File: src/verilog/adc_spi_config.svh
`ifndef ADC_SPI_CONFIG_SVH
`define ADC_SPI_CONFIG_SVH

// clk cycles per SCLK half period.
`define ADC_SCLK_HALF 13

// SCLK periods in one conversion frame.
`define ADC_FRAME_BITS 16

// Leading zero bits ahead of the MSB.
`define ADC_LEAD_BITS 4

// Sample width.
`define ADC_DATA_BITS 10

// Averaging group holds 2**ADC_AVG_LOG2 samples.
`define ADC_AVG_LOG2 2

`endif
File: src/verilog/adc_spi_pkg.sv
`default_nettype none

`include "adc_spi_config.svh"

package adc_spi_pkg;

  typedef logic [`ADC_DATA_BITS-1:0] adc_sample_t;

  // Wide enough for a full group without overflow.
  typedef logic [`ADC_DATA_BITS+`ADC_AVG_LOG2-1:0] adc_sum_t;

  typedef logic [$clog2(`ADC_FRAME_BITS + 1)-1:0] sclk_idx_t;  // Must hold the last index.

  typedef enum logic [2:0] {
    FRAME_IDLE,
    FRAME_LEAD,
    FRAME_DATA,
    FRAME_TAIL,
    FRAME_QUIET
  } frame_state_t;

  typedef struct packed {
    logic        valid;
    adc_sample_t data;
  } adc_sample_s;

  typedef struct packed {
    logic        valid;
    adc_sample_t mean;
  } adc_avg_s;

endpackage

`default_nettype wire

File: src/verilog/adc_spi_rx.sv
`timescale 1ns/1ns
`default_nettype none

module adc_spi_rx (
  input  logic                    clk,
  input  logic                    rst,
  input  logic                    rx_en,
  input  logic                    spi_sdata,
  output logic                    spi_cs_n,
  output logic                    spi_sclk,
  output adc_spi_pkg::adc_sample_s sample,
  output adc_spi_pkg::adc_avg_s    average
);

  logic sclk_run;
  logic sclk_fall;
  logic sclk_mid;
  logic shift_stb;
  logic frame_end;

  adc_frame_ctrl u_frame_ctrl (
    .clk       (clk),
    .rst       (rst),
    .rx_en     (rx_en),
    .sclk_fall (sclk_fall),
    .sclk_mid  (sclk_mid),
    .spi_cs_n  (spi_cs_n),
    .sclk_run  (sclk_run),
    .shift_stb (shift_stb),
    .frame_end (frame_end)
  );

  adc_sclk_gen u_sclk_gen (
    .clk       (clk),
    .rst       (rst),
    .sclk_run  (sclk_run),
    .spi_sclk  (spi_sclk),
    .sclk_fall (sclk_fall),
    .sclk_mid  (sclk_mid)
  );

  adc_shift_capture u_shift_capture (
    .clk       (clk),
    .rst       (rst),
    .spi_sdata (spi_sdata),
    .shift_stb (shift_stb),
    .frame_end (frame_end),
    .sample    (sample)
  );

  // Runs on every captured sample.
  adc_sample_avg u_sample_avg (
    .clk       (clk),
    .rst       (rst),
    .sample    (sample),
    .average   (average)
  );

endmodule

`default_nettype wire

File: src/verilog/adc_sample_avg.sv
`timescale 1ns/1ns
`default_nettype none

`include "adc_spi_config.svh"

module adc_sample_avg (
  input  logic                    clk,
  input  logic                    rst,
  input  adc_spi_pkg::adc_sample_s sample,
  output adc_spi_pkg::adc_avg_s    average
);

  import adc_spi_pkg::*;

  localparam int GRP_W = `ADC_AVG_LOG2;

  adc_sum_t         acc;
  adc_sum_t         acc_nxt;
  logic [GRP_W-1:0] grp_cnt;
  logic             grp_last;
  adc_sample_t      mean;
  logic             avg_valid;

  assign acc_nxt  = acc + adc_sum_t'(sample.data);
  assign grp_last = &grp_cnt;

  always_ff @(posedge clk or negedge rst)
  begin
    if (!rst)
    begin
      acc       <= '0;
      grp_cnt   <= '0;
      avg_valid <= 1'b0;
    end
    else
    begin
      avg_valid <= sample.valid && grp_last;
      if (sample.valid)
      begin
        grp_cnt <= grp_cnt + 1'b1;      // Wraps to zero after the last one.
        acc     <= grp_last ? '0 : acc_nxt;
      end
    end
  end

  always_ff @(posedge clk)
  begin
    if (sample.valid && grp_last)
    begin
      mean <= adc_sample_t'(acc_nxt >> GRP_W);  // Floor of the mean.
    end
  end

  assign average.valid = avg_valid;
  assign average.mean  = mean;

endmodule

`default_nettype wire

File: src/verilog/adc_shift_capture.sv
`timescale 1ns/1ns
`default_nettype none

`include "adc_spi_config.svh"

module adc_shift_capture (
  input  logic                    clk,
  input  logic                    rst,
  input  logic                    spi_sdata,
  input  logic                    shift_stb,
  input  logic                    frame_end,
  output adc_spi_pkg::adc_sample_s sample
);

  import adc_spi_pkg::*;

  logic        sdata_meta;
  logic        sdata_sync;
  adc_sample_t shift_reg;
  adc_sample_t sample_data;
  logic        sample_valid;

  always_ff @(posedge clk)
  begin
    sdata_meta <= spi_sdata;
    sdata_sync <= sdata_meta;
  end

  always_ff @(posedge clk)
  begin
    if (frame_end)
    begin
      shift_reg <= '0;
    end
    else if (shift_stb)
    begin
      shift_reg <= {shift_reg[`ADC_DATA_BITS-2:0], sdata_sync};  // MSB first.
    end
  end

  always_ff @(posedge clk)
  begin
    if (frame_end)
    begin
      sample_data <= shift_reg;
    end
  end

  always_ff @(posedge clk or negedge rst)
  begin
    if (!rst)
    begin
      sample_valid <= 1'b0;
    end
    else
    begin
      sample_valid <= frame_end;
    end
  end

  assign sample.valid = sample_valid;
  assign sample.data  = sample_data;

endmodule

`default_nettype wire

File: src/verilog/adc_frame_ctrl.sv
`timescale 1ns/1ns
`default_nettype none

`include "adc_spi_config.svh"

module adc_frame_ctrl (
  input  logic clk,
  input  logic rst,
  input  logic rx_en,
  input  logic sclk_fall,
  input  logic sclk_mid,
  output logic spi_cs_n,
  output logic sclk_run,
  output logic shift_stb,
  output logic frame_end
);

  import adc_spi_pkg::*;

  localparam int HALF      = `ADC_SCLK_HALF;
  localparam int WAIT_W    = $clog2(HALF);
  localparam int DATA_END  = `ADC_LEAD_BITS + `ADC_DATA_BITS;
  // From the last mid strobe to the cycle before the would-be 17th fall.
  localparam int TAIL_WAIT = HALF - HALF / 2 - 2;

  frame_state_t      state;
  sclk_idx_t         fall_idx;
  sclk_idx_t         fall_idx_nxt;
  logic [WAIT_W-1:0] wait_cnt;
  logic              last_mid;

  assign fall_idx_nxt = fall_idx + 1'b1;

  // Middle of the high phase after fall 16.
  assign last_mid = (state == FRAME_TAIL) && sclk_run && sclk_mid &&
                    (fall_idx == sclk_idx_t'(`ADC_FRAME_BITS));

  assign shift_stb = (state == FRAME_DATA) && sclk_mid;
  assign frame_end = (state == FRAME_TAIL) && !sclk_run &&
                     (wait_cnt == WAIT_W'(TAIL_WAIT));

  always_ff @(posedge clk or negedge rst)
  begin
    if (!rst)
    begin
      state    <= FRAME_IDLE;
      spi_cs_n <= 1'b1;
      sclk_run <= 1'b0;
      fall_idx <= '0;
      wait_cnt <= '0;
    end
    else
    begin
      case (state)
        FRAME_IDLE:
        begin
          if (rx_en)
          begin
            state    <= FRAME_LEAD;
            spi_cs_n <= 1'b0;
            sclk_run <= 1'b1;
            fall_idx <= '0;
          end
        end
        FRAME_LEAD:
        begin
          if (sclk_fall)
          begin
            fall_idx <= fall_idx_nxt;
            if (fall_idx_nxt == sclk_idx_t'(`ADC_LEAD_BITS))
            begin
              state <= FRAME_DATA;       // MSB is on the pin after this fall.
            end
          end
        end
        FRAME_DATA:
        begin
          if (sclk_fall)
          begin
            fall_idx <= fall_idx_nxt;
            if (fall_idx_nxt == sclk_idx_t'(DATA_END))
            begin
              state <= FRAME_TAIL;
            end
          end
        end
        FRAME_TAIL:
        begin
          if (sclk_fall)
          begin
            fall_idx <= fall_idx_nxt;
          end
          else if (last_mid)
          begin
            sclk_run <= 1'b0;            // SCLK parks high for the rest of the frame.
            wait_cnt <= '0;
          end
          else if (frame_end)
          begin
            state    <= FRAME_QUIET;
            spi_cs_n <= 1'b1;
            wait_cnt <= '0;
          end
          else if (!sclk_run)
          begin
            wait_cnt <= wait_cnt + 1'b1;
          end
        end
        FRAME_QUIET:
        begin
          // Idle takes the last high cycle of the gap.
          if (wait_cnt == WAIT_W'(HALF - 2))
          begin
            state <= FRAME_IDLE;
          end
          else
          begin
            wait_cnt <= wait_cnt + 1'b1;
          end
        end
        default:
        begin
          state <= FRAME_IDLE;
        end
      endcase
    end
  end

endmodule

`default_nettype wire

File: src/verilog/adc_sclk_gen.sv
`timescale 1ns/1ns
`default_nettype none

`include "adc_spi_config.svh"

module adc_sclk_gen (
  input  logic clk,
  input  logic rst,
  input  logic sclk_run,
  output logic spi_sclk,
  output logic sclk_fall,
  output logic sclk_mid
);

  localparam int HALF  = `ADC_SCLK_HALF;
  localparam int CNT_W = $clog2(HALF);

  logic [CNT_W-1:0] half_cnt;
  logic             half_done;

  assign half_done = (half_cnt == CNT_W'(HALF - 1));

  always_ff @(posedge clk or negedge rst)
  begin
    if (!rst)
    begin
      half_cnt  <= '0;
      spi_sclk  <= 1'b1;                  // Idle level is high.
      sclk_fall <= 1'b0;
      sclk_mid  <= 1'b0;
    end
    else if (!sclk_run)
    begin
      half_cnt  <= '0;
      spi_sclk  <= 1'b1;
      sclk_fall <= 1'b0;
      sclk_mid  <= 1'b0;
    end
    else
    begin
      if (half_done)
      begin
        half_cnt <= '0;
      end
      else
      begin
        half_cnt <= half_cnt + 1'b1;
      end
      spi_sclk  <= spi_sclk ^ half_done;
      sclk_fall <= half_done && spi_sclk;  // High to low toggle.
      sclk_mid  <= spi_sclk && (half_cnt == CNT_W'(HALF / 2 - 1));
    end
  end

endmodule

`default_nettype wire

File: config.mk
export PLATFORM = sky130hd
export DESIGN_NAME = adc_spi_rx
export DESIGN_NICKNAME = d
export VERILOG_FILES = /design/src/verilog/adc_spi_pkg.sv /design/src/verilog/adc_spi_rx.sv /design/src/verilog/adc_sample_avg.sv /design/src/verilog/adc_shift_capture.sv /design/src/verilog/adc_frame_ctrl.sv /design/src/verilog/adc_sclk_gen.sv
export VERILOG_INCLUDE_DIRS = /design/src /design/src/verilog
export SDC_FILE = /design/constraint.sdc
export NUM_CORES = 1
export LEC_CHECK = 0
export BUFFER_PORTS_ARGS = -buffer_cell sky130_fd_sc_hd__buf_2
export CORE_MARGIN = 2
export CORE_UTILIZATION = 50
export DETAILED_ROUTE_END_ITERATION = 16
export PLACE_DENSITY = 0.69
export SLEW_MARGIN = 0
export SYNTH_ARGS = -nofsm -noshare
export SYNTH_HDL_FRONTEND = slang
export SYNTH_HIERARCHICAL = 1
export SYNTH_SLANG_ARGS = --single-unit
File: constraint.sdc
create_clock -name clk -period 2.66 [get_ports clk]
set_input_delay 0.133 -clock clk [delete_from_list [all_inputs] [get_ports clk]]
set_output_delay 0.133 -clock clk [all_outputs]
set_load 0.05 [all_outputs]
==> metrics <==
outcome finished, final reports clean; Non-Filler Instances 392; register area share after synthesis 53.4%; EDFF count, synth 20; P per Cell Area 647 mW/mm^2; vias in the first global route approximately 2000; endpoints failing setup 0; root buf cell clkbuf_8; DP HPWL around 3900 um; clock sinks 69; worst path arrival time around 2400 ps; TritonRoute pass-1 iters 4; NumNets Final 335; Core ar. ~0.0064 mm^2; largest net degree at the start of global routing 38; Syn Std Cell Area 0.00331 mm^2; maximum capacitance violations 0; Leakage 1.79 nW; crit path time final ~2200 ps; total track usage ~17%; Clk pwr share roughly two fifths; most frequent cells in the layout dfrtp_1, buf_2, nor2_1; Synth Area per Inst around 12 um^2; internal power around 1.9 mW; Flop pwr share 50.0%; Final ANT Viol Nets 0; area delta synth->final 13.9%; worst-path fanout max 3; die width about 85 um; vias per inst about 5.4; Required @ worst endpoint 2890 ps; Util after Layout roughly 59%; DR vias around 2100; total gr overflow 0; number of flip-flops in the largest register 12; Die Footprint 0.00729 mm^2; antenna cells 0; Biggest register u_sample_avg/acc; Final Wtd Congestion around 0.9; buffer count from post-CTS setup fixing 0; initial antenna violation count 0; max_slew headroom 41.6%; most common cell after layout, fill and taps aside dfrtp_1; RSZ-0062 raised after global routing no; setup TNS 0 ps; Fillers roughly 530; Design Power 2.44 mW; Gate power share 8.7%; drt wl/cell 14.2 um; Placed Cells 374; layout cells sized above 1 approximately a fifth; Core Rows 29; count of cell types in the netlist a little over 60; clk_lat worst skew about 340 ps; post-route clock period utilization 82.2%; TritonCTS clock tree done; drc violations 0; synthesized instance count 273; CTS resizes 0; Initial DRC Count 87; Final Worst Setup Slack 473 ps; fin. max-slew vios 0; Yosys Warn Count 6; H-tree levels 3; maximum VDD drop slightly below 0.5 mV; Placement Setup Slack approximately 500 ps; CTS clk-pin slew, worst paths 70 ps; worst hold path type input pin to register; Initial Util 51.9%; Yosys reg bits 69; first-pass GRT wire length 9540 um; CP Launch Type register; syn nets 298; Hold Buf Count CTS 2; Sw Ratio about a quarter; Layout Skew 5.50 ps; fmax 457 MHz; CTS Buf Count 9; FFs w/ async S/R, synth 53.6%; Final Hold Fails 0; die height around 85 um; Worst Setup Path Type register to register; maximum buffer depth of the clock tree 2; IO Count 28; Synth Flop Type dfrtp_1; WL final 5580 um; slew at the pin with the worst max-slew slack 877 ps; sw power 576 uW; Crit. End Element register; Port Buffers 27
cell type report:
class | instances | area, um^2 | share of cell area, %
Clock inverter | 6 | 111 | 2.95
Clock buffer | 10 | 128 | 3.38
Sequential cell | 69 | 1770 | 46.9
Timing Repair Buffer | 33 | 185 | 4.91
Tap cell | 77 | 96.3 | 2.55
Multi-Input combinational cell | 187 | 1450 | 38.3
Inverter | 10 | 37.5 | 0.995
cells by family (layout without fill, tap and decap cells):
family / Yosys count / count (layout) / share of synthesized area, %
AND/OR/NAND/NOR: 73 / 73 / 12.3
XOR/XNOR: 15 / 15 / 3.97
buffers and inverters: 17 / 59 / 2.91
flip-flops: 69 / 69 / 53.4
AO/OA/AOI/OAI: 64 / 64 / 14.9
adder cells (fa/ha/maj): 21 / 21 / 8.16
multiplexers: 14 / 14 / 4.31
worst paths after layout:
path                                                startpoint                    endpoint  slack [ps]  cells past startpoint
worst max-delay path            u_shift_capture/sample_data[0]         u_sample_avg/acc[8]         470                      7
worst min-delay path                                     rx_en       u_frame_ctrl/spi_cs_n         200                      3
worst max register to register  u_shift_capture/sample_data[0]         u_sample_avg/acc[8]         470                      7
worst min register to register      u_shift_capture/sdata_meta  u_shift_capture/sdata_sync         330                      0
max in group asynchronous                                  rst    u_frame_ctrl/fall_idx[3]        1650                      2
min in group asynchronous                                  rst         u_sample_avg/acc[2]         430                      2
synth_stat cells, drive strengths merged (3+ instances only):
| cell type | count | share of area [%] |
|---|---|---|
| and2 | 4 | 0.83 |
| edfxtp | 20 | 18 |
| a21o | 8 | 1.9 |
| dfrtp | 35 | 26 |
| a21oi | 7 | 1.1 |
| inv | 8 | 0.91 |
| nor2 | 24 | 2.7 |
| xnor2 | 7 | 1.9 |
| a31o | 4 | 1.1 |
| o211ai | 5 | 1.1 |
| buf | 6 | 1.4 |
| nand3 | 6 | 0.91 |
| xor2 | 8 | 2.1 |
| ha | 20 | 7.6 |
| o21ai | 12 | 1.8 |
| nand2 | 12 | 1.4 |
| nor2b | 3 | 0.57 |
| nand2b | 5 | 1.0 |
| and3 | 5 | 1.1 |
| a22o | 8 | 2.1 |
| dfxtp | 12 | 7.3 |
| mux2i | 12 | 3.6 |
| nor3 | 3 | 0.45 |
routing by layer:
metal,up-vias,wire length [um],global-route usage (%)
met5,-,0,0
met4,0,58,4.33
met3,6,238,6.03
met2,36,2660,27.8
met1,992,2620,21.1
li1,1078,-,-
power groups by stage:
stage | Sequential, mW | Combinational, mW | Clock, mW
after floorplan | 1.24 | 0.146 | 0
after global placement | 1.24 | 0.207 | 0
after detailed placement | 1.24 | 0.214 | 0
after CTS | 1.22 | 0.217 | 1.03
after global routing | 1.23 | 0.242 | 1.08
final | 1.22 | 0.213 | 1.01
worst max-delay path: stages (launching register included):
cell and delay [ps]:
edfxtp_1 380, ha_1 260, fa_1 420, a21o_1 240, a221oi_2 290, o21ai_1 110, xor2_1 160, a31o_1 220
through the flow:
stage | hold slack, ps | instance area [um^2]
detailed placement | 237 | 3510
finish | 202 | 3770
CTS | 171 | 3770
global route | 198 | 3770
global placement | 237 | 3510
floorplan | -163 | 3310
(Power assumes the default switching activity.)
